`src/verilog/if_pkg.sv`:
```
////////////////////////////////////////////////////////////////////////////
// Fetch stage definitions: queue and bus sizes, redirect selector,
// compressed and major opcode enums, reset instruction
////////////////////////////////////////////////////////////////////////////

package if_pkg;

  ////////////////////////////////////////////////////////////////////////////
  // Sizes
  ////////////////////////////////////////////////////////////////////////////

  localparam int FIFO_DEPTH      = 2;   // Words held in the prefetch queue
  localparam int MAX_OUTSTANDING = 2;   // Granted requests still waiting for rvalid

  // Counter width, big enough for both the queue fill and the bus txn count
  localparam int CNT_W = $clog2(((FIFO_DEPTH > MAX_OUTSTANDING) ?
                                 FIFO_DEPTH : MAX_OUTSTANDING) + 1);

  localparam int IRQ_ID_W = 5;          // Interrupt index used for vectoring
  localparam int MTVEC_W  = 25;         // mtvec base, 128-byte aligned

  // addi x0, x0, 0
  localparam logic [31:0] INSTR_NOP = 32'h0000_0013;

  ////////////////////////////////////////////////////////////////////////////
  // Enums
  ////////////////////////////////////////////////////////////////////////////

  // Redirect sources for the next fetch address
  typedef enum logic [2:0] {
    PC_BOOT     = 3'd0,
    PC_JUMP     = 3'd1,
    PC_BRANCH   = 3'd2,
    PC_MRET     = 3'd3,
    PC_TRAP_EXC = 3'd4,
    PC_TRAP_IRQ = 3'd5,
    PC_TRAP_DBG = 3'd6
  } pc_mux_e;

  // Compressed forms known to the decoder
  typedef enum logic [2:0] {
    C_ADDI,
    C_LI,
    C_MV,
    C_ADD,
    C_J,
    C_LWSP,
    C_ILLEGAL
  } c_op_e;

  // Major opcodes of the expanded 32-bit encodings
  typedef enum logic [6:0] {
    OPC_LOAD   = 7'b0000011,
    OPC_OP_IMM = 7'b0010011,
    OPC_OP     = 7'b0110011,
    OPC_JAL    = 7'b1101111
  } opcode_e;

endpackage

```
`src/verilog/instr_bus_if.sv`:
```
////////////////////////////////////////////////////////////////////////////
// Instruction bus master: req/gnt/rvalid handshake, outstanding
// transaction count, discard of responses made stale by a redirect
////////////////////////////////////////////////////////////////////////////

`timescale 1ns/10ps

module instr_bus_if import if_pkg::*; (
  input  logic        clk,
  input  logic        rst_n,

  input  logic        fetch_valid_i,   // Prefetcher wants a word
  input  logic [31:0] fetch_addr_i,    // Word aligned
  input  logic        branch_i,        // Redirect, all owed responses become stale
  output logic        fetch_ready_o,   // Grant for the current stream
  output logic        resp_valid_o,
  output logic [31:0] resp_rdata_o,

  output logic        instr_req_o,
  output logic [31:0] instr_addr_o,
  input  logic        instr_gnt_i,
  input  logic        instr_rvalid_i,
  input  logic [31:0] instr_rdata_i
);

  logic [CNT_W-1:0] outstanding_q;   // Granted, no rvalid yet
  logic [CNT_W-1:0] outstanding_n;
  logic [CNT_W-1:0] discard_q;       // Responses still to be swallowed
  logic             hold_q;          // Request raised but not yet granted
  logic             stale_q;         // Held request belongs to an old stream
  logic [31:0]      hold_addr_q;
  logic             accept;
  logic             discard_hit;

  // New requests only with no stale data pending and room on the bus
  assign instr_req_o  = hold_q ||
                        (fetch_valid_i && (discard_q == '0) &&
                         (outstanding_q < CNT_W'(MAX_OUTSTANDING)));
  assign instr_addr_o = hold_q ? hold_addr_q : fetch_addr_i;  // Frozen until granted

  assign accept        = instr_req_o && instr_gnt_i;
  assign fetch_ready_o = accept && !stale_q;
  assign discard_hit   = instr_rvalid_i && (discard_q != '0);

  assign resp_valid_o = instr_rvalid_i && (discard_q == '0);
  assign resp_rdata_o = instr_rdata_i;

  assign outstanding_n = outstanding_q + CNT_W'(accept) - CNT_W'(instr_rvalid_i);

  always_ff @(posedge clk, negedge rst_n) begin
    if (!rst_n) begin
      outstanding_q <= '0;
      discard_q     <= '0;
      hold_q        <= 1'b0;
      stale_q       <= 1'b0;
    end else begin
      outstanding_q <= outstanding_n;
      hold_q        <= instr_req_o && !instr_gnt_i;
      // A redirect during a wait marks the held request stale
      stale_q       <= instr_req_o && !instr_gnt_i && (stale_q || branch_i);
      if (branch_i) begin
        discard_q <= outstanding_n;   // Everything still owed is old
      end else begin
        discard_q <= discard_q - CNT_W'(discard_hit) + CNT_W'(accept && stale_q);
      end
    end
  end

  // Address capture when a request first goes out
  always_ff @(posedge clk) begin
    if (instr_req_o && !hold_q) begin
      hold_addr_q <= fetch_addr_i;
    end
  end

endmodule

```
`src/verilog/prefetch_unit.sv`:
```
////////////////////////////////////////////////////////////////////////////
// Prefetcher: next word address, word queue, and halfword aligner
// that offers one instruction with its pc at a time
////////////////////////////////////////////////////////////////////////////

`timescale 1ns/10ps

module prefetch_unit import if_pkg::*; (
  input  logic        clk,
  input  logic        rst_n,

  input  logic        branch_i,        // Flush and restart at branch_addr_i
  input  logic [31:0] branch_addr_i,   // Halfword aligned target
  input  logic        ready_i,         // Consume the offered instruction

  output logic        valid_o,
  output logic [31:0] instr_o,         // Upper half zero for compressed
  output logic [31:0] addr_o,

  output logic        fetch_valid_o,
  output logic [31:0] fetch_addr_o,
  input  logic        fetch_ready_i,
  input  logic        resp_valid_i,
  input  logic [31:0] resp_rdata_i,

  output logic        busy_o
);

  logic [31:0]      fetch_addr_q;      // Next word to request
  logic             active_q;          // Low until the first redirect
  logic [CNT_W-1:0] pending_q;         // Granted fetches of this stream
  logic [31:0]      q_data [FIFO_DEPTH];
  logic [CNT_W-1:0] q_cnt;
  logic [CNT_W-1:0] wr_idx;
  logic [31:0]      pc_q;

  logic             push;
  logic             pop;
  logic             consume;
  logic             is_comp;
  logic [15:0]      lo_half;
  logic [15:0]      hi_half;

  ////////////////////////////////////////////////////////////////////////////
  // Fetch side
  ////////////////////////////////////////////////////////////////////////////

  // Request only while queue plus in-flight words leave a free slot
  assign fetch_valid_o = active_q && ((q_cnt + pending_q) < CNT_W'(FIFO_DEPTH));
  assign fetch_addr_o  = fetch_addr_q;
  assign busy_o        = fetch_valid_o || (pending_q != '0);

  assign push = resp_valid_i && !branch_i;

  ////////////////////////////////////////////////////////////////////////////
  // Aligner
  ////////////////////////////////////////////////////////////////////////////

  // pc_q[1] selects the upper half of the head word
  assign lo_half = pc_q[1] ? q_data[0][31:16] : q_data[0][15:0];
  assign hi_half = pc_q[1] ? q_data[1][15:0]  : q_data[0][31:16];
  assign is_comp = (lo_half[1:0] != 2'b11);

  // A straddling 32-bit instruction needs the next word too
  assign valid_o = (q_cnt != '0) &&
                   (is_comp || !pc_q[1] || (q_cnt >= CNT_W'(2)));
  assign instr_o = is_comp ? {16'h0000, lo_half} : {hi_half, lo_half};
  assign addr_o  = pc_q;

  assign consume = ready_i && valid_o && !branch_i;
  // Head word is used up unless a compressed instr sits in its lower half
  assign pop     = consume && (pc_q[1] || !is_comp);
  assign wr_idx  = q_cnt - CNT_W'(pop);

  always_ff @(posedge clk, negedge rst_n) begin
    if (!rst_n) begin
      active_q     <= 1'b0;
      fetch_addr_q <= '0;
      pending_q    <= '0;
      q_cnt        <= '0;
      pc_q         <= '0;
    end else if (branch_i) begin
      active_q     <= 1'b1;
      fetch_addr_q <= {branch_addr_i[31:2], 2'b00};
      pending_q    <= '0;                      // Bus side drops the old ones
      q_cnt        <= '0;
      pc_q         <= {branch_addr_i[31:1], 1'b0};
    end else begin
      if (fetch_ready_i) begin
        fetch_addr_q <= fetch_addr_q + 32'd4;
      end
      pending_q <= pending_q + CNT_W'(fetch_ready_i) - CNT_W'(resp_valid_i);
      q_cnt     <= q_cnt + CNT_W'(push) - CNT_W'(pop);
      if (consume) begin
        pc_q <= pc_q + (is_comp ? 32'd2 : 32'd4);
      end
    end
  end

  // Shift queue, head at index 0
  always_ff @(posedge clk) begin
    for (int i = 0; i < FIFO_DEPTH; i++) begin
      if (push && (i == int'(wr_idx))) begin
        q_data[i] <= resp_rdata_i;
      end else if (pop && (i < FIFO_DEPTH - 1)) begin
        q_data[i] <= q_data[(i + 1) % FIFO_DEPTH];
      end
    end
  end

endmodule

```
`src/verilog/compressed_decoder.sv`:
```
////////////////////////////////////////////////////////////////////////////
// Compressed decoder: expands C.ADDI, C.LI, C.MV, C.ADD, C.J and
// C.LWSP, passes 32-bit encodings, flags other compressed forms
////////////////////////////////////////////////////////////////////////////

`timescale 1ns/10ps

module compressed_decoder import if_pkg::*; (
  input  logic [31:0] instr_i,
  output logic [31:0] instr_o,
  output logic        is_compressed_o,
  output logic        illegal_o
);

  logic [15:0] c;
  logic [4:0]  rd;
  logic [4:0]  rs2;
  logic [11:0] imm6;        // Sign extended CI immediate
  c_op_e       c_op;

  assign c    = instr_i[15:0];
  assign rd   = c[11:7];
  assign rs2  = c[6:2];
  assign imm6 = {{6{c[12]}}, c[12], c[6:2]};

  assign is_compressed_o = (c[1:0] != 2'b11);
  assign illegal_o       = is_compressed_o && (c_op == C_ILLEGAL);

  ////////////////////////////////////////////////////////////////////////////
  // Classify by quadrant and funct3
  ////////////////////////////////////////////////////////////////////////////

  always_comb begin
    c_op = C_ILLEGAL;
    case (c[1:0])
      2'b01: begin
        case (c[15:13])
          3'b000:  c_op = C_ADDI;
          3'b010:  c_op = C_LI;
          3'b101:  c_op = C_J;
          default: c_op = C_ILLEGAL;
        endcase
      end
      2'b10: begin
        if (c[15:13] == 3'b100 && rs2 != 5'd0) begin
          c_op = c[12] ? C_ADD : C_MV;   // rs2 of zero is JR/JALR/EBREAK
        end else if (c[15:13] == 3'b010 && rd != 5'd0) begin
          c_op = C_LWSP;                 // rd of zero is reserved
        end
      end
      default: c_op = C_ILLEGAL;         // Quadrant 0 not supported
    endcase
  end

  ////////////////////////////////////////////////////////////////////////////
  // Expansion
  ////////////////////////////////////////////////////////////////////////////

  always_comb begin
    if (!is_compressed_o) begin
      instr_o = instr_i;                 // Full-width instr passes through
    end else begin
      case (c_op)
        C_ADDI:  instr_o = {imm6, rd, 3'b000, rd, OPC_OP_IMM};
        C_LI:    instr_o = {imm6, 5'd0, 3'b000, rd, OPC_OP_IMM};
        C_MV:    instr_o = {7'b0, rs2, 5'd0, 3'b000, rd, OPC_OP};
        C_ADD:   instr_o = {7'b0, rs2, rd, 3'b000, rd, OPC_OP};
        // jal x0, imm[20|10:1|11|19:12] from the CJ offset bits
        C_J:     instr_o = {c[12], c[8], c[10:9], c[6], c[7], c[2], c[11], c[5:3],
                            c[12], {8{c[12]}}, 5'd0, OPC_JAL};
        // lw rd, uimm(sp), offset bits 7:6 from c[3:2]
        C_LWSP:  instr_o = {4'b0, c[3:2], c[12], c[6:4], 2'b00, 5'd2, 3'b010, rd,
                            OPC_LOAD};
        default: instr_o = INSTR_NOP;
      endcase
    end
  end

endmodule

```
`src/verilog/if_stage.sv`:
```
////////////////////////////////////////////////////////////////////////////
// Fetch stage top: redirect address mux, mtvec init, stage handshake,
// IF/ID pipeline register, prefetcher, bus master and decoder
////////////////////////////////////////////////////////////////////////////

`timescale 1ns/10ps

module if_stage import if_pkg::*; (
  input  logic                clk,
  input  logic                rst_n,

  // Controller
  input  logic                pc_set_i,           // One-cycle redirect strobe
  input  pc_mux_e             pc_mux_i,
  input  logic [IRQ_ID_W-1:0] irq_id_i,
  input  logic                kill_if_i,
  input  logic                halt_if_i,

  // Redirect targets
  input  logic [31:0]         boot_addr_i,
  input  logic [31:0]         jump_target_i,
  input  logic [31:0]         branch_target_i,
  input  logic [31:0]         mepc_i,
  input  logic [MTVEC_W-1:0]  mtvec_addr_i,       // Upper bits of mtvec
  input  logic [31:0]         dm_halt_addr_i,

  // Instruction bus
  output logic                instr_req_o,
  output logic [31:0]         instr_addr_o,
  input  logic                instr_gnt_i,
  input  logic                instr_rvalid_i,
  input  logic [31:0]         instr_rdata_i,

  // IF/ID pipeline register
  output logic                pipe_valid_o,
  output logic [31:0]         pipe_instr_o,       // Expanded encoding
  output logic [31:0]         pipe_pc_o,
  output logic                pipe_compressed_o,
  output logic                pipe_illegal_o,
  output logic [31:0]         pipe_raw_o,         // As fetched

  output logic [31:0]         pc_if_o,
  output logic                if_valid_o,
  input  logic                id_ready_i,
  output logic                if_busy_o,
  output logic                csr_mtvec_init_o
);

  logic [31:0] branch_addr;
  logic        branch;
  logic        if_ready;
  logic        pf_valid;
  logic [31:0] pf_instr;
  logic        pf_busy;
  logic        fetch_valid;
  logic [31:0] fetch_addr;
  logic        fetch_ready;
  logic        resp_valid;
  logic [31:0] resp_rdata;
  logic [31:0] dec_instr;
  logic        dec_compressed;
  logic        dec_illegal;

  ////////////////////////////////////////////////////////////////////////////
  // Next fetch address
  ////////////////////////////////////////////////////////////////////////////

  always_comb begin
    case (pc_mux_i)
      PC_BOOT:     branch_addr = {boot_addr_i[31:2], 2'b00};
      PC_JUMP:     branch_addr = jump_target_i;
      PC_BRANCH:   branch_addr = branch_target_i;
      PC_MRET:     branch_addr = mepc_i;                         // Back to the trapped pc
      PC_TRAP_EXC: branch_addr = {mtvec_addr_i, 7'h00};          // Exceptions share the base
      PC_TRAP_IRQ: branch_addr = {mtvec_addr_i, irq_id_i, 2'b00}; // Base + 4 * id
      PC_TRAP_DBG: branch_addr = {dm_halt_addr_i[31:2], 2'b00};
      default:     branch_addr = {boot_addr_i[31:2], 2'b00};
    endcase
  end

  assign branch           = pc_set_i || kill_if_i;   // Kill flushes the queue too
  assign csr_mtvec_init_o = pc_set_i && (pc_mux_i == PC_BOOT);

  // Stage handshake
  assign if_valid_o = pf_valid && !kill_if_i && !halt_if_i;
  assign if_ready   = kill_if_i || (id_ready_i && !halt_if_i);
  assign if_busy_o  = pf_busy;

  prefetch_unit i_prefetch (
    .clk           ( clk         ),
    .rst_n         ( rst_n       ),
    .branch_i      ( branch      ),
    .branch_addr_i ( branch_addr ),
    .ready_i       ( if_ready    ),
    .valid_o       ( pf_valid    ),
    .instr_o       ( pf_instr    ),
    .addr_o        ( pc_if_o     ),
    .fetch_valid_o ( fetch_valid ),
    .fetch_addr_o  ( fetch_addr  ),
    .fetch_ready_i ( fetch_ready ),
    .resp_valid_i  ( resp_valid  ),
    .resp_rdata_i  ( resp_rdata  ),
    .busy_o        ( pf_busy     )
  );

  instr_bus_if i_bus_if (
    .clk            ( clk            ),
    .rst_n          ( rst_n          ),
    .fetch_valid_i  ( fetch_valid    ),
    .fetch_addr_i   ( fetch_addr     ),
    .branch_i       ( branch         ),
    .fetch_ready_o  ( fetch_ready    ),
    .resp_valid_o   ( resp_valid     ),
    .resp_rdata_o   ( resp_rdata     ),
    .instr_req_o    ( instr_req_o    ),
    .instr_addr_o   ( instr_addr_o   ),
    .instr_gnt_i    ( instr_gnt_i    ),
    .instr_rvalid_i ( instr_rvalid_i ),
    .instr_rdata_i  ( instr_rdata_i  )
  );

  compressed_decoder i_decoder (
    .instr_i         ( pf_instr       ),
    .instr_o         ( dec_instr      ),
    .is_compressed_o ( dec_compressed ),
    .illegal_o       ( dec_illegal    )
  );

  ////////////////////////////////////////////////////////////////////////////
  // IF/ID pipeline register, frozen while ID stalls
  ////////////////////////////////////////////////////////////////////////////

  always_ff @(posedge clk, negedge rst_n) begin
    if (!rst_n) begin
      pipe_valid_o      <= 1'b0;
      pipe_instr_o      <= INSTR_NOP;
      pipe_pc_o         <= '0;
      pipe_compressed_o <= 1'b0;
      pipe_illegal_o    <= 1'b0;
      pipe_raw_o        <= '0;
    end else if (if_valid_o && id_ready_i) begin
      pipe_valid_o      <= 1'b1;
      pipe_instr_o      <= dec_instr;
      pipe_pc_o         <= pc_if_o;
      pipe_compressed_o <= dec_compressed;
      pipe_illegal_o    <= dec_illegal;
      pipe_raw_o        <= pf_instr;
    end else if (id_ready_i) begin
      pipe_valid_o      <= 1'b0;   // ID took it, nothing new offered
    end
  end

endmodule

```
`config.mk`:
```
export PLATFORM = sky130hd
export DESIGN_NAME = if_stage
export DESIGN_NICKNAME = d
export VERILOG_FILES = /design/src/verilog/if_pkg.sv /design/src/verilog/instr_bus_if.sv /design/src/verilog/prefetch_unit.sv /design/src/verilog/compressed_decoder.sv /design/src/verilog/if_stage.sv
export SDC_FILE = /design/constraint.sdc
export NUM_CORES = 1
export LEC_CHECK = 0
export ABC_AREA = 1
export BUFFER_PORTS_ARGS = -buffer_cell sky130_fd_sc_hd__buf_2
export CORE_UTILIZATION = 45
export DETAILED_ROUTE_END_ITERATION = 6
export GPL_ROUTABILITY_DRIVEN = 0
export GPL_TIMING_DRIVEN = 0
export PLACE_DENSITY_LB_ADDON = 0.15
export SLEW_MARGIN = 30
export SYNTH_ARGS = -nofsm -noshare
export SYNTH_HDL_FRONTEND = slang
export SYNTH_HIERARCHICAL = 1
export SYNTH_SLANG_ARGS = --single-unit
```
`constraint.sdc`:
```
create_clock -name clk -period 7.9 [get_ports clk]
set_input_delay 0.395 -clock clk [delete_from_list [all_inputs] [get_ports clk]]
set_output_delay 0.395 -clock clk [all_outputs]
set_load 0.03 [all_outputs]
```
== After elaboration in Yosys (flattened, before gate mapping) ==
Memory sizes are Yosys's and may differ from the RTL's.
Index checks and enable logic that the tools add are counted.
Cells by class
  reductions and logical operators: 55
  add/sub/neg operators: 12
  bitwise logic cells: 1
  magnitude comparators: 3
  mux-type cells: 30
  equal/unequal tests: 20
Operator list (number)
  $pmux 32 s6: 2
  $mux 32: 8
  $add 32x3->32 const B: 1
  $add 32x32->32: 1
  $mux 16: 2
  $logic_and 1x1->1: 26
  $eq 3x3->1 const B: 8
  $eq 3x2->1 const B: 5
  $reduce_bool 2->1: 6
  $mux 1: 10
  $reduce_bool 5->1: 2
  $sub 2x1->2: 5
  $logic_not 3->1: 3
  $pmux 3 s3: 1
  $add 2x1->2: 4
  $logic_not 1->1: 8
  $logic_or 1x1->1: 8
  $mux 2: 4
  $eq 3x1->1 const B: 2
  $mux 3: 2
  $pmux 3 s2: 1
  $logic_not 2->1: 2
  $lt 2x2->1 const B: 2
  $ne 2x2->1 const B: 2
  other kinds (6): 6
Storage, ports and cells
  register bits: 206
  logic and storage cells: 138
  output and inout port bits: 167
  bits in writable memories: 64
  memories kept: 1
Memory list
  i_prefetch.q_data: words 2, bits a word 32, read ports 2, clocked after Yosys merged registers in 0, write ports 2, RTL line prefetch_unit.sv:32  | logic [31:0] q_data [FIFO_DEPTH];

== Logic depth before layout (Yosys ltp) ==
Gate-level depths: netlist of run 1.
An unclocked memory read counts as a cell.
  depth after elaboration: 15
  mapped depth: 22

== Hierarchy ==
The synthesis of run 1 kept the hierarchy.
By module, submodules not included
  prefetch_unit: cells an instance 989, instances 1, seq. area each 3573.4 um^2, area an instance 7572.3 um^2
  if_stage: cells an instance 895, instances 1, seq. area each 2481.1 um^2, area an instance 6179.7 um^2
  instr_bus_if: cells an instance 220, instances 1, seq. area each 1111.1 um^2, area an instance 2015.7 um^2
  compressed_decoder: cells an instance 152, instances 1, seq. area each 0.0 um^2, area an instance 787.0 um^2

== Worst setup path after synthesis of run 1 ==
OpenSTA, ideal clock, no wires.
  kind: reg-to-reg
  start: reg i_prefetch.pc_q[1] (netlist: i_prefetch/addr_o[1])
  end: mem i_prefetch.q_data[1][0] (netlist: i_prefetch/q_data[0][32]) (enable)
  stages on the path, launching flop included: 19
  path slack: 2.556 ns
  arrival time: 4.883 ns
  cells stage by stage: dfrtp_1 buf_2 inv_1 nand2_1 nand2_1 nand2_1 buf_2 inv_1 ha_1 inv_1 nand2_1 nand2_4 nand2_4 clkinv_2 nand2_4 nor2_8 buf_6 ha_1 nor3_1
RTL lines
  from (decl): RTL line prefetch_unit.sv:35  | logic [31:0] pc_q;
  from (signal assigned): RTL line prefetch_unit.sv:87  | pc_q <= {branch_addr_i[31:1], 1'b0};
  from (signal assigned): RTL line prefetch_unit.sv:95  | pc_q <= pc_q + (is_comp ? 32'd2 : 32'd4);
  to (decl): RTL line prefetch_unit.sv:32

==> results of run 1 <==
-- cell usage in the layout (no fill, tap or decap), types with 15 or more instances in the layout --
cell / instances
sky130_fd_sc_hd__nand4_1: 163
sky130_fd_sc_hd__nor2_1: 131
sky130_fd_sc_hd__buf_2: 412
sky130_fd_sc_hd__a21oi_1: 37
sky130_fd_sc_hd__nand2_1: 886
sky130_fd_sc_hd__clkbuf_1: 32
sky130_fd_sc_hd__nand3_1: 258
sky130_fd_sc_hd__nor3_1: 15
sky130_fd_sc_hd__edfxtp_1: 96
sky130_fd_sc_hd__buf_1: 17
sky130_fd_sc_hd__dfrtp_1: 168
sky130_fd_sc_hd__buf_4: 55
sky130_fd_sc_hd__clkinv_1: 21
sky130_fd_sc_hd__inv_1: 129
sky130_fd_sc_hd__ha_1: 17
sky130_fd_sc_hd__o21ai_0: 30
sky130_fd_sc_hd__xor2_1: 21
sky130_fd_sc_hd__clkbuf_16: 29
-- flip-flops by register name, summed over array words and instances, names as in the netlist --
signal / cells
i_prefetch/q_cnt: 2
i_prefetch/active_q: 1
i_bus_if/hold_addr_q: 32
i_prefetch/fetch_addr_o: 30
pipe_illegal_o: 1
i_prefetch/q_data: 64
i_bus_if/hold_q: 1
i_bus_if/stale_q: 1
pipe_valid_o: 1
i_prefetch/addr_o: 31
pipe_pc_o: 32
i_bus_if/outstanding_q: 2
i_prefetch/pending_q: 2
pipe_instr_o: 32
i_bus_if/discard_q: 2
pipe_raw_o: 32
pipe_compressed_o: 1
-- worst max path at each step --
stage,end,slack [ns],cells after the start
final,i_prefetch/q_data[0][6],3.27,21
after global routing,i_prefetch/q_data[0][6],2.96,21
after CTS,i_prefetch/q_data[0][15],3.29,21
after detailed placement,i_prefetch/q_data[0][5],3.34,21
after global placement,i_prefetch/q_data[0][37],0.92,18
after floorplan,i_prefetch/q_data[0][32],2.56,18
-- what timing repair did --
item,CTS,global route
gates resized for setup,0,0
hold buffers,1,0
buffers inserted,0,0
hold endpoints to repair,168,0
-- report_power, final --
part	switching [uW]	internal (uW)	total [uW]
sequential	164	1600	1770
clock	565	746	1310
combinational	976	402	1380
-- layer usage --
| metal | wire length, um | up-vias | part of all wire | GRT usage |
|---|---|---|---|---|
| li1 | - | 8188 | - | - |
| met1 | 25800 | 8186 | 0.42 | 0.447 |
| met2 | 25400 | 1014 | 0.42 | 0.470 |
| met3 | 6700 | 205 | 0.11 | 0.0743 |
| met4 | 3010 | 2 | 0.049 | 0.132 |
| met5 | 17 | - | 0.00028 | 0 |
-- stage by stage --
step / std cells / area, um^2 / util / hold WS, ns / total power, uW
after floorplan: 2254 / 16500 / - / 0.0994 / 2630
after global placement: 3070 / 18900 / 0.528 / 0.450 / 3100
after detailed placement: 3078 / 19100 / 0.532 / 0.453 / 3140
after CTS: 3131 / 20000 / 0.558 / 0.0174 / 4460
after global routing: 3133 / 20000 / 0.558 / 0.0225 / 4670
final: 3134 / 20000 / 0.558 / 0.0380 / 4460
-- cell type report --
cell class,count,area (um^2),share of cell area
antenna,3,7.51,0.000375
buffer,166,971,0.0486
clock buffer,34,754,0.0377
clock inverter,18,149,0.00745
inverter,156,589,0.0295
multi-input combinational,1665,7840,0.392
sequential,267,7170,0.358
tap,461,577,0.0288
timing repair buffer,364,1940,0.0969
-- worst reg2reg max path, stage by stage, from the launching register on --
cell and delay, ns:
sky130_fd_sc_hd__dfrtp_1 0.48, sky130_fd_sc_hd__buf_2 0.24, sky130_fd_sc_hd__inv_1 0.12, sky130_fd_sc_hd__nand2_1 0.07
sky130_fd_sc_hd__nand2_1 0.21, sky130_fd_sc_hd__nand2_1 0.33, sky130_fd_sc_hd__buf_2 0.31, sky130_fd_sc_hd__inv_1 0.14
sky130_fd_sc_hd__ha_1 0.20, sky130_fd_sc_hd__inv_1 0.05, sky130_fd_sc_hd__nand2_1 0.07, sky130_fd_sc_hd__nand2_4 0.08
sky130_fd_sc_hd__nand2_4 0.06, sky130_fd_sc_hd__clkinv_2 0.08, sky130_fd_sc_hd__nand2_4 0.11, sky130_fd_sc_hd__nor2_8 0.19
sky130_fd_sc_hd__buf_6 0.17, sky130_fd_sc_hd__ha_1 0.27, sky130_fd_sc_hd__nand4_2 0.22, sky130_fd_sc_hd__clkbuf_1 0.45
sky130_fd_sc_hd__o21ai_4 0.26, sky130_fd_sc_hd__buf_16 0.24
==> impl_table.tex, run 1 <==
\begin{tabular}{lr}
\hline
Metric & Value \\
\hline
\multicolumn{2}{l}{\textbf{Outcome}} \\
Outcome & finished, final reports clean \\
\multicolumn{2}{l}{\textbf{Hold path}} \\
Cell count of the worst hold path & 1 \\
End of the worst hold path & i\_prefetch/q\_data[0][45] \\
Hold Crit Class & in -> reg \\
Worst hold path startpoint & instr\_rdata\_i[13] \\
\multicolumn{2}{l}{\textbf{Worst setup path}} \\
Data arrival at the endpoint of the critical path & 4.93 ns \\
Kind of cell with the highest combined delay on the critical path & buffers and inverters \\
Worst flop-to-flop path endpoint & i\_prefetch/q\_data[0][6] \\
Class of the most critical setup path & reg -> reg \\
Worst setup SP type & flop \\
Worst path required time & 8.19 ns \\
Reg2reg start & i\_prefetch/addr\_o[1] \\
Critical-path maximum fanout & 22 \\
Launching instance or port of the critical path & i\_prefetch/addr\_o[1] \\
Cells traversed along the worst timing path & buf\_2 -> inv\_1 -> nand2\_1 -> nand2\_1 -> nand2\_1 -> buf\_2 -> inv\_1 -> ha\_1 -> inv\_1 -> nand2\_1 -> nand2\_4 -> nand2\_4 -> clkinv\_2 -> nand2\_4 -> nor2\_8 -> buf\_6 -> ha\_1 -> nand4\_2 -> clkbuf\_1 -> o21ai\_4 -> buf\_16 \\
Delay of the slowest cell on the worst path & 0.48 ns \\
Length in cells of the worst reg-to-reg path & 21 \\
Category of the worst setup path capture point & flop \\
Crit path top cell by count & sky130\_fd\_sc\_hd\_\_nand2\_1 \\
Buf/Inv on CP & 9 \\
Flop2flop setup slack & 3.27 ns \\
Crit-path slowest cell & sky130\_fd\_sc\_hd\_\_dfrtp\_1 \\
\multicolumn{2}{l}{\textbf{Synth}} \\
Number of instances in the synthesized netlist & 2252 \\
Mapped cell area & 16500 um\^{}2 \\
Avg Cell Area, Syn & 7.34 um\^{}2 \\
Yosys synthesis warning count & 6 \\
\multicolumn{2}{l}{\textbf{Clock tree}} \\
Worst-Skew Late Latency & 0.56 ns \\
TritonCTS Buffers & 29 \\
CTS clock-pin slew for the worst setup and hold paths & 0.06 ns \\
Longest Clk Path Bufs & 3 \\
Clock root buffer & sky130\_fd\_sc\_hd\_\_clkbuf\_16 \\
Clock tree from TritonCTS & yes \\
Sinks on Clock Net & 267 \\
Maximum level of the CTS H-tree & 1 \\
\multicolumn{2}{l}{\textbf{Layout}} \\
Net count reported at finish & 2900 \\
Layout Area Growth over Synthesis & 20.9\% \\
Fill cell instance count of the final layout & 3476 \\
Share of post-route cells with drive strength above 1 & 0.220 \\
\multicolumn{2}{l}{\textbf{Global routing}} \\
Antenna violations before repair & 4 \\
Total Routing Usage GR & 0.318 \\
Pin count of the biggest net entering global routing & 88 \\
Wire length of the first global-routing pass & 93400 um \\
Total overflow reported by the global router & 0 \\
Number of global-route vias before repair & 16400 \\
\multicolumn{2}{l}{\textbf{Floorplan}} \\
Cell row count & 69 \\
Die Outline Area & 37500 um\^{}2 \\
Die outline width & 194 um \\
Y dimension of the die & 194 um \\
Initial Util & 0.462 \\
Total core area & 35800 um\^{}2 \\
Number of ports placed on the die boundary & 400 \\
\multicolumn{2}{l}{\textbf{Timing}} \\
Setup violators final & 0 \\
Slew at the pin closest to its max-slew limit & 0.651 ns \\
Unrepaired setup endpoints after global routing & no \\
Count of endpoints failing hold in the final timing report & 0 \\
Largest clock skew in the final design & 0.0223 ns \\
Fin crit period & 4.63 ns \\
Normalized max-slew margin & 0.566 \\
Sum of negative setup slack & 0 ns \\
Setup slack of the critical path after layout & 3.27 ns \\
Post-route fraction of the period consumed by the critical path & 0.587 \\
Final max-slew violation count & 0 \\
Peak clock frequency supported by timing & 0.216 GHz \\
\multicolumn{2}{l}{\textbf{Pwr}} \\
Leakage Power & 0.0105 uW \\
PD cells & 223 nW/um\^{}2 \\
Largest vdd supply drop & 202 uV \\
\multicolumn{2}{l}{\textbf{Flow run}} \\
Count of max-cap constraint violations & 0 \\
\multicolumn{2}{l}{\textbf{Placement}} \\
Worst slack at placement & 3.34 ns \\
HPWL after detailed placement & 48200 um \\
Port bufs & 355 \\
\multicolumn{2}{l}{\textbf{Route}} \\
Total via count after detailed routing & 17600 \\
DRC violations left & 0 \\
DR WL/cell & 19.4 um \\
Detailed-route wire length & 60900 um \\
Pre-Repair DR Iteration Count & 6 \\
Iteration-0 DRC count of the detailed router & 2035 \\
Remaining antenna violation count & 0 \\
Vias per cell & 5.61 \\
\hline
\end{tabular}
No activity file was read; power rests on OpenSTA's default activity.
==> run 2: changes to the inputs <==
==> constraint.sdc (replaced) <==
create_clock -name clk -period 4.55 [get_ports clk]
set_input_delay 0.2275 -clock clk [delete_from_list [all_inputs] [get_ports clk]]
set_output_delay 0.2275 -clock clk [all_outputs]
set_load 0.03 [all_outputs]
==> impl_table.tex, run 2 (same netlist as run 1, synthesis figures left out) <==
\begin{tabular}{lr}
\hline
Metric & Value \\
\hline
\multicolumn{2}{l}{\textbf{Timing}} \\
Largest clock skew in the final design & 0.0213 ns (-0.00104 ns) \\
Fin crit period & 4.30 ns (-0.332 ns) \\
Sum of negative setup slack & 0 ns (unchanged) \\
Post-route fraction of the period consumed by the critical path & 0.946 (+0.359) \\
Final worst hold slack & 0.0444 ns (+0.00637 ns) \\
Slew at the pin closest to its max-slew limit & 0.792 ns (+0.141 ns) \\
Peak clock frequency supported by timing & 0.232 GHz (+7.7\%) \\
Setup slack of the critical path after layout & 0.247 ns (-3.02 ns) \\
Count of endpoints failing hold in the final timing report & 0 (unchanged) \\
Final max-slew violation count & 0 (unchanged) \\
Normalized max-slew margin & 0.472 (-0.0939) \\
Setup violators final & 0 (unchanged) \\
\multicolumn{2}{l}{\textbf{Worst setup path}} \\
Length in cells of the worst reg-to-reg path & 21 (unchanged) \\
Critical-path maximum fanout & 13 (-41\%) \\
Cells traversed along the worst timing path & buf\_2 -> inv\_1 -> nand2\_1 -> nand2\_1 -> nand2\_1 -> buf\_2 -> inv\_1 -> ha\_1 -> inv\_1 -> nand2\_1 -> nand2\_4 -> nand2\_4 -> clkinv\_2 -> nand2\_4 -> nor2\_8 -> buf\_6 -> ha\_1 -> nor3\_4 -> buf\_12 -> buf\_6 -> buf\_6 \\
Buf/Inv on CP & 10 (+1) \\
Crit path top cell by count & sky130\_fd\_sc\_hd\_\_nand2\_1 \\
Worst setup SP type & flop \\
Crit-path slowest cell & sky130\_fd\_sc\_hd\_\_dfrtp\_1 \\
Kind of cell with the highest combined delay on the critical path & buffers and inverters \\
Reg2reg start & i\_prefetch/addr\_o[1] \\
Delay of the slowest cell on the worst path & 0.48 ns (about the same) \\
Data arrival at the endpoint of the critical path & 4.57 ns (-0.36 ns) \\
Flop2flop setup slack & 0.25 ns (-3.02 ns) \\
Worst flop-to-flop path endpoint & i\_prefetch/q\_data[0][37] \\
Class of the most critical setup path & reg -> reg \\
Worst path required time & 4.82 ns (-3.37 ns) \\
Category of the worst setup path capture point & flop \\
\multicolumn{2}{l}{\textbf{Clock tree}} \\
Maximum level of the CTS H-tree & 1 (unchanged) \\
Sinks on Clock Net & 267 (unchanged) \\
Clock root buffer & sky130\_fd\_sc\_hd\_\_clkbuf\_16 \\
Longest Clk Path Bufs & 3 (unchanged) \\
Clock tree from TritonCTS & yes \\
TritonCTS Buffers & 29 (unchanged) \\
Worst-Skew Late Latency & 0.56 ns (about the same) \\
CTS clock-pin slew for the worst setup and hold paths & 0.06 ns (about the same) \\
\multicolumn{2}{l}{\textbf{Layout}} \\
Storage element area & 7170 um\^{}2 (unchanged) \\
Layout Area Growth over Synthesis & 24.2\% \\
Fill cell instance count of the final layout & 3416 (-1.7\%) \\
Largest Register & i\_prefetch/q\_data \\
Multi-input gate area & 7860 um\^{}2 (+0.19\%) \\
Cell area after layout & 20500 um\^{}2 (+2.8\%) \\
Commonest non-fill, non-tap cells in the layout & sky130\_fd\_sc\_hd\_\_nand2\_1, sky130\_fd\_sc\_hd\_\_buf\_2, sky130\_fd\_sc\_hd\_\_nand3\_1 \\
Number of flip-flops in the largest register & 64 (unchanged) \\
Most common cell after layout, fill and taps aside & sky130\_fd\_sc\_hd\_\_nand2\_1 \\
Net count reported at finish & 2942 (+1.4\%) \\
Share of post-route cells with drive strength above 1 & 0.224 (+0.00380) \\
\multicolumn{2}{l}{\textbf{Global routing}} \\
Total Routing Usage GR & 0.321 (+0.00296) \\
Number of global-route vias before repair & 16800 (+2.4\%) \\
Antenna violations before repair & 3 (-1) \\
Pin count of the biggest net entering global routing & 87 (-1.1\%) \\
Wire length of the first global-routing pass & 94900 um (+1.6\%) \\
Total overflow reported by the global router & 0 (unchanged) \\
\multicolumn{2}{l}{\textbf{Route}} \\
Detailed-route wire length & 61000 um (+0.15\%) \\
DRC violations left & 2 (+2) \\
Vias per cell & 5.61 (-0.12\%) \\
Iteration-0 DRC count of the detailed router & 2060 (+1.2\%) \\
DR WL/cell & 19.2 um (-1.2\%) \\
Pre-Repair DR Iteration Count & 7 (+1) \\
Total via count after detailed routing & 17800 (+1.3\%) \\
Remaining antenna violation count & 0 (unchanged) \\
\multicolumn{2}{l}{\textbf{Outcome}} \\
Failing checks & DRC \\
Outcome & complete, but fails checks \\
\multicolumn{2}{l}{\textbf{Placement}} \\
HPWL after detailed placement & 47900 um (-0.75\%) \\
Post-Place Cell Area & 19100 um\^{}2 (about the same) \\
Port bufs & 355 (unchanged) \\
Worst slack at placement & -0.0515 ns (-3.39 ns) \\
\multicolumn{2}{l}{\textbf{Floorplan}} \\
Initial Util & 0.462 (unchanged) \\
Die Outline Area & 37500 um\^{}2 (unchanged) \\
Total core area & 35800 um\^{}2 (unchanged) \\
Number of ports placed on the die boundary & 400 (unchanged) \\
Cell row count & 69 (unchanged) \\
Die outline width & 194 um (unchanged) \\
Y dimension of the die & 194 um (unchanged) \\
\multicolumn{2}{l}{\textbf{Pwr}} \\
Largest vdd supply drop & 260 uV (+29\%) \\
Switching power share of the total & 0.373 (-0.00899) \\
Clock power share & 0.311 (+0.017) \\
Sequential share of power & 0.385 (-0.012) \\
Power consumption & 7960 uW (+79\%) \\
Leakage Power & 0.0108 uW (+2.5\%) \\
Net switching power figure & 2970 uW (+74\%) \\
Power share of the combinational group & 0.304 (-0.005) \\
PD cells & 388 nW/um\^{}2 (+74\%) \\
Power Internal & 4990 uW (+81\%) \\
\multicolumn{2}{l}{\textbf{Flow run}} \\
Count of max-cap constraint violations & 0 (unchanged) \\
\multicolumn{2}{l}{\textbf{Hold path}} \\
Hold Crit Class & in -> async \\
\hline
\end{tabular}
## run 2: area by class of cell
type,instances,area share
multi-input combinational,1665,0.382
sequential,267,0.349
timing repair buffer,407,0.115
buffer,165,0.0471
clock buffer,42,0.0437
inverter,156,0.0287
tap,461,0.0281
clock inverter,12,0.00597
antenna,2,0.000244
## run 2: per-stage QoR
step                      cells   util
after floorplan            2254      -
after global placement     3070  0.528
after detailed placement   3076  0.532
after CTS                  3163  0.570
after global routing       3175  0.573
final                      3177  0.573
## run 2: per-layer routing
metal / vias up / global-route usage / share of wire
met3: 205 / 0.0673 / 0.10
met1: 8315 / 0.457 / 0.43
li1: 8261 / - / -
met5: - / 0 / 0.00044
met4: 4 / 0.125 / 0.045
met2: 1030 / 0.476 / 0.42
## run 2: power by group through the flow
stage               clock network, uW  logic [uW]  registers [uW]
finish                           2480        2420            3060
global route                     2600        2630            3100
CTS                              2510        2380            3060
detailed placement                  0        2350            3100
global placement                    0        2280            3100
floorplan                           0        1350            3210
## run 2: repair_timing
action / in CTS / in global routing
hold buffers: 34 / 0
pin swaps: 0 / 1
endpoints found under the hold margin: 234 / 0
buffers inserted: 0 / 12
gates cloned: 0 / 0
gates resized for setup: 0 / 3
endpoints found under the setup margin: 18 / 86
## run 2: worst max-delay path by stage
stage                         start  cells past startpoint                        to
5_1_grt        i_prefetch/addr_o[1]                     21  i_prefetch/q_data[0][37]
3_3_place_gp   i_prefetch/addr_o[1]                     20  i_prefetch/q_data[0][19]
2_1_floorplan  i_prefetch/addr_o[1]                     20   i_prefetch/q_data[0][0]
3_5_place_dp   i_prefetch/addr_o[1]                     21   i_prefetch/q_data[0][4]
4_1_cts        i_prefetch/addr_o[1]                     20   i_prefetch/q_data[0][7]
6_report       i_prefetch/addr_o[1]                     21  i_prefetch/q_data[0][37]
==> run 3: changes to the inputs <==
==> constraint.sdc (replaced) <==
create_clock -name clk -period 4.55 [get_ports clk]
set_input_delay 0.455 -clock clk [delete_from_list [all_inputs] [get_ports clk]]
set_output_delay 0.455 -clock clk [all_outputs]
set_load 0.03 [all_outputs]
==> impl_table.tex, run 3 (same netlist as run 1, synthesis figures left out) <==
\begin{tabular}{lr}
\hline
Metric & Value \\
\hline
\multicolumn{2}{l}{\textbf{Outcome}} \\
Outcome & complete, but fails checks \\
Failing checks & DRC \\
\multicolumn{2}{l}{\textbf{Timing}} \\
Normalized max-slew margin & 0.463 (-0.00849) \\
Final worst hold slack & 0.0758 ns (+0.0315 ns) \\
Peak clock frequency supported by timing & 0.233 GHz (+0.17\%) \\
Fin crit period & 4.30 ns (-0.00725 ns) \\
Setup slack of the critical path after layout & 0.255 ns (+0.00724 ns) \\
Post-route fraction of the period consumed by the critical path & 0.944 (-0.00159) \\
Count of endpoints failing hold in the final timing report & 0 (unchanged) \\
Slew at the pin closest to its max-slew limit & 0.805 ns (+0.0127 ns) \\
Setup violators final & 0 (unchanged) \\
Largest clock skew in the final design & 0.0243 ns (+0.00298 ns) \\
Sum of negative setup slack & 0 ns (unchanged) \\
Final max-slew violation count & 0 (unchanged) \\
\multicolumn{2}{l}{\textbf{Floorplan}} \\
Total core area & 35800 um\^{}2 (unchanged) \\
Number of ports placed on the die boundary & 400 (unchanged) \\
Initial Util & 0.462 (unchanged) \\
Y dimension of the die & 194 um (unchanged) \\
Cell row count & 69 (unchanged) \\
Die outline width & 194 um (unchanged) \\
Die Outline Area & 37500 um\^{}2 (unchanged) \\
\multicolumn{2}{l}{\textbf{Clock tree}} \\
Clock tree from TritonCTS & yes \\
CTS clock-pin slew for the worst setup and hold paths & 0.06 ns (about the same) \\
Sinks on Clock Net & 267 (unchanged) \\
Maximum level of the CTS H-tree & 1 (unchanged) \\
TritonCTS Buffers & 29 (unchanged) \\
Worst-Skew Late Latency & 0.56 ns (about the same) \\
Longest Clk Path Bufs & 3 (unchanged) \\
Clock root buffer & sky130\_fd\_sc\_hd\_\_clkbuf\_16 \\
\multicolumn{2}{l}{\textbf{Worst setup path}} \\
Data arrival at the endpoint of the critical path & 4.57 ns (about the same) \\
Length in cells of the worst reg-to-reg path & 21 (unchanged) \\
Reg2reg start & i\_prefetch/addr\_o[1] \\
Flop2flop setup slack & 0.25 ns (about the same) \\
Category of the worst setup path capture point & flop \\
Class of the most critical setup path & reg -> reg \\
Worst flop-to-flop path endpoint & i\_prefetch/q\_data[0][37] \\
Worst setup SP type & flop \\
Critical-path maximum fanout & 13 (unchanged) \\
Worst path required time & 4.82 ns (about the same) \\
\multicolumn{2}{l}{\textbf{Layout}} \\
Most common cell after layout, fill and taps aside & sky130\_fd\_sc\_hd\_\_nand2\_1 \\
Largest Register & i\_prefetch/q\_data \\
Fill cell instance count of the final layout & 3461 (+1.3\%) \\
Net count reported at finish & 2910 (-1.1\%) \\
Fin util & 0.564 (-0.00936) \\
Commonest non-fill, non-tap cells in the layout & sky130\_fd\_sc\_hd\_\_nand2\_1, sky130\_fd\_sc\_hd\_\_buf\_2, sky130\_fd\_sc\_hd\_\_nand3\_1 \\
Share of post-route cells with drive strength above 1 & 0.227 (+0.00305) \\
Number of flip-flops in the largest register & 64 (unchanged) \\
Layout Area Growth over Synthesis & 22.2\% \\
\multicolumn{2}{l}{\textbf{Pwr}} \\
PD cells & 393 nW/um\^{}2 (+1.4\%) \\
Largest vdd supply drop & 259 uV (-0.37\%) \\
Leakage Power & 0.0106 uW (-1.3\%) \\
Power consumption & 7940 uW (-0.27\%) \\
\multicolumn{2}{l}{\textbf{Route}} \\
Iteration-0 DRC count of the detailed router & 2017 (-2.1\%) \\
Remaining antenna violation count & 0 (unchanged) \\
Detailed-route wire length & 60900 um (-0.23\%) \\
Vias per cell & 5.60 (-0.14\%) \\
Pre-Repair DR Iteration Count & 7 (unchanged) \\
Total via count after detailed routing & 17600 (-1.1\%) \\
DR WL/cell & 19.4 um (+0.78\%) \\
DRC violations left & 2 (unchanged) \\
\multicolumn{2}{l}{\textbf{Global routing}} \\
Number of global-route vias before repair & 16600 (-1.0\%) \\
Antenna violations before repair & 3 (unchanged) \\
Wire length of the first global-routing pass & 94200 um (-0.67\%) \\
Pin count of the biggest net entering global routing & 87 (unchanged) \\
Total overflow reported by the global router & 0 (unchanged) \\
Total Routing Usage GR & 0.320 (-0.00148) \\
\multicolumn{2}{l}{\textbf{Placement}} \\
Port bufs & 355 (unchanged) \\
Worst slack at placement & -0.0515 ns (unchanged) \\
HPWL after detailed placement & 47900 um (unchanged) \\
\multicolumn{2}{l}{\textbf{Hold path}} \\
Worst hold path startpoint & instr\_rdata\_i[17] \\
End of the worst hold path & i\_prefetch/q\_data[0][49] \\
Cell count of the worst hold path & 1 \\
Hold Crit Class & in -> reg \\
\multicolumn{2}{l}{\textbf{Flow run}} \\
Count of max-cap constraint violations & 0 (unchanged) \\
\hline
\end{tabular}
-- run 3: cell types whose count changed in the layout (fill, tap and decap cells not counted) --
cell	change
sky130_fd_sc_hd__buf_4	+2
sky130_fd_sc_hd__buf_12	-1
sky130_fd_sc_hd__dlygate4sd3_1	-33
-- run 3: cell type report --
type | count | area, um^2 | area share
sequential | 267 | 7170 | 0.355
clock inverter | 12 | 123 | 0.00607
timing repair buffer | 375 | 2030 | 0.100
tap | 461 | 577 | 0.0285
inverter | 156 | 589 | 0.0292
antenna | 2 | 5.00 | 0.000248
buffer | 165 | 968 | 0.0479
multi-input combinational | 1665 | 7860 | 0.389
clock buffer | 42 | 897 | 0.0444
-- run 3: through the flow --
stage                     instance area [um^2]  cells
after global routing                     20200   3143
after detailed placement                 19100   3076
after floorplan                          16600   2254
final                                    20200   3145
after CTS                                20100   3130
after global placement                   18900   3070
-- run 3: layer usage --
metal	up-vias	wire length, um	global-route usage
li1	8190	-	-
met1	8191	26000	0.457
met2	1024	25700	0.471
met3	202	6440	0.0673
met4	4	2670	0.126
met5	-	28	0
-- run 3: worst max path at each step --
stage               slack [ns]                  endpoint            startpoint  cells after the start
floorplan                 0.10   i_prefetch/q_data[0][0]  i_prefetch/addr_o[1]                     20
global placement         -0.92  i_prefetch/q_data[0][19]  i_prefetch/addr_o[1]                     20
detailed placement       -0.05   i_prefetch/q_data[0][4]  i_prefetch/addr_o[1]                     21
CTS                       0.03   i_prefetch/q_data[0][7]  i_prefetch/addr_o[1]                     20
global route            -0.008   i_prefetch/q_data[0][4]  i_prefetch/addr_o[1]                     20
finish                    0.25  i_prefetch/q_data[0][37]  i_prefetch/addr_o[1]                     21
-- run 3: timing repair --
action / 4_1_cts / 5_1_grt
hold buffers: 1 / 0
resized for setup: 0 / 3
endpoints found under the hold margin: 168 / 0
setup endpoints to repair: 18 / 77
pin swaps: 0 / 1
buffers inserted: 0 / 13
-- run 3: where the power goes --
| part | total (uW) | switching (uW) | internal (uW) | leakage [uW] |
|---|---|---|---|---|
| Clock | 2480 | 995 | 1480 | 0.000504 |
| Combinational | 2400 | 1700 | 704 | 0.00700 |
| Sequential | 3060 | 279 | 2790 | 0.00313 |
| Total | 7940 | 2970 | 4970 | 0.0106 |
-- run 3: critical path: stages, from the launching register on --
cell and delay [ns]:
sky130_fd_sc_hd__dfrtp_1 0.48, sky130_fd_sc_hd__buf_2 0.25, sky130_fd_sc_hd__inv_1 0.12, sky130_fd_sc_hd__nand2_1 0.07, sky130_fd_sc_hd__nand2_1 0.22, sky130_fd_sc_hd__nand2_1 0.32, sky130_fd_sc_hd__buf_2 0.31, sky130_fd_sc_hd__inv_1 0.14
sky130_fd_sc_hd__ha_1 0.20, sky130_fd_sc_hd__inv_1 0.05, sky130_fd_sc_hd__nand2_1 0.08, sky130_fd_sc_hd__nand2_4 0.09, sky130_fd_sc_hd__nand2_4 0.06, sky130_fd_sc_hd__clkinv_2 0.08, sky130_fd_sc_hd__nand2_4 0.11, sky130_fd_sc_hd__nor2_8 0.19
sky130_fd_sc_hd__buf_6 0.17, sky130_fd_sc_hd__ha_1 0.30, sky130_fd_sc_hd__nor3_4 0.17, sky130_fd_sc_hd__buf_4 0.18, sky130_fd_sc_hd__buf_6 0.19, sky130_fd_sc_hd__buf_6 0.18
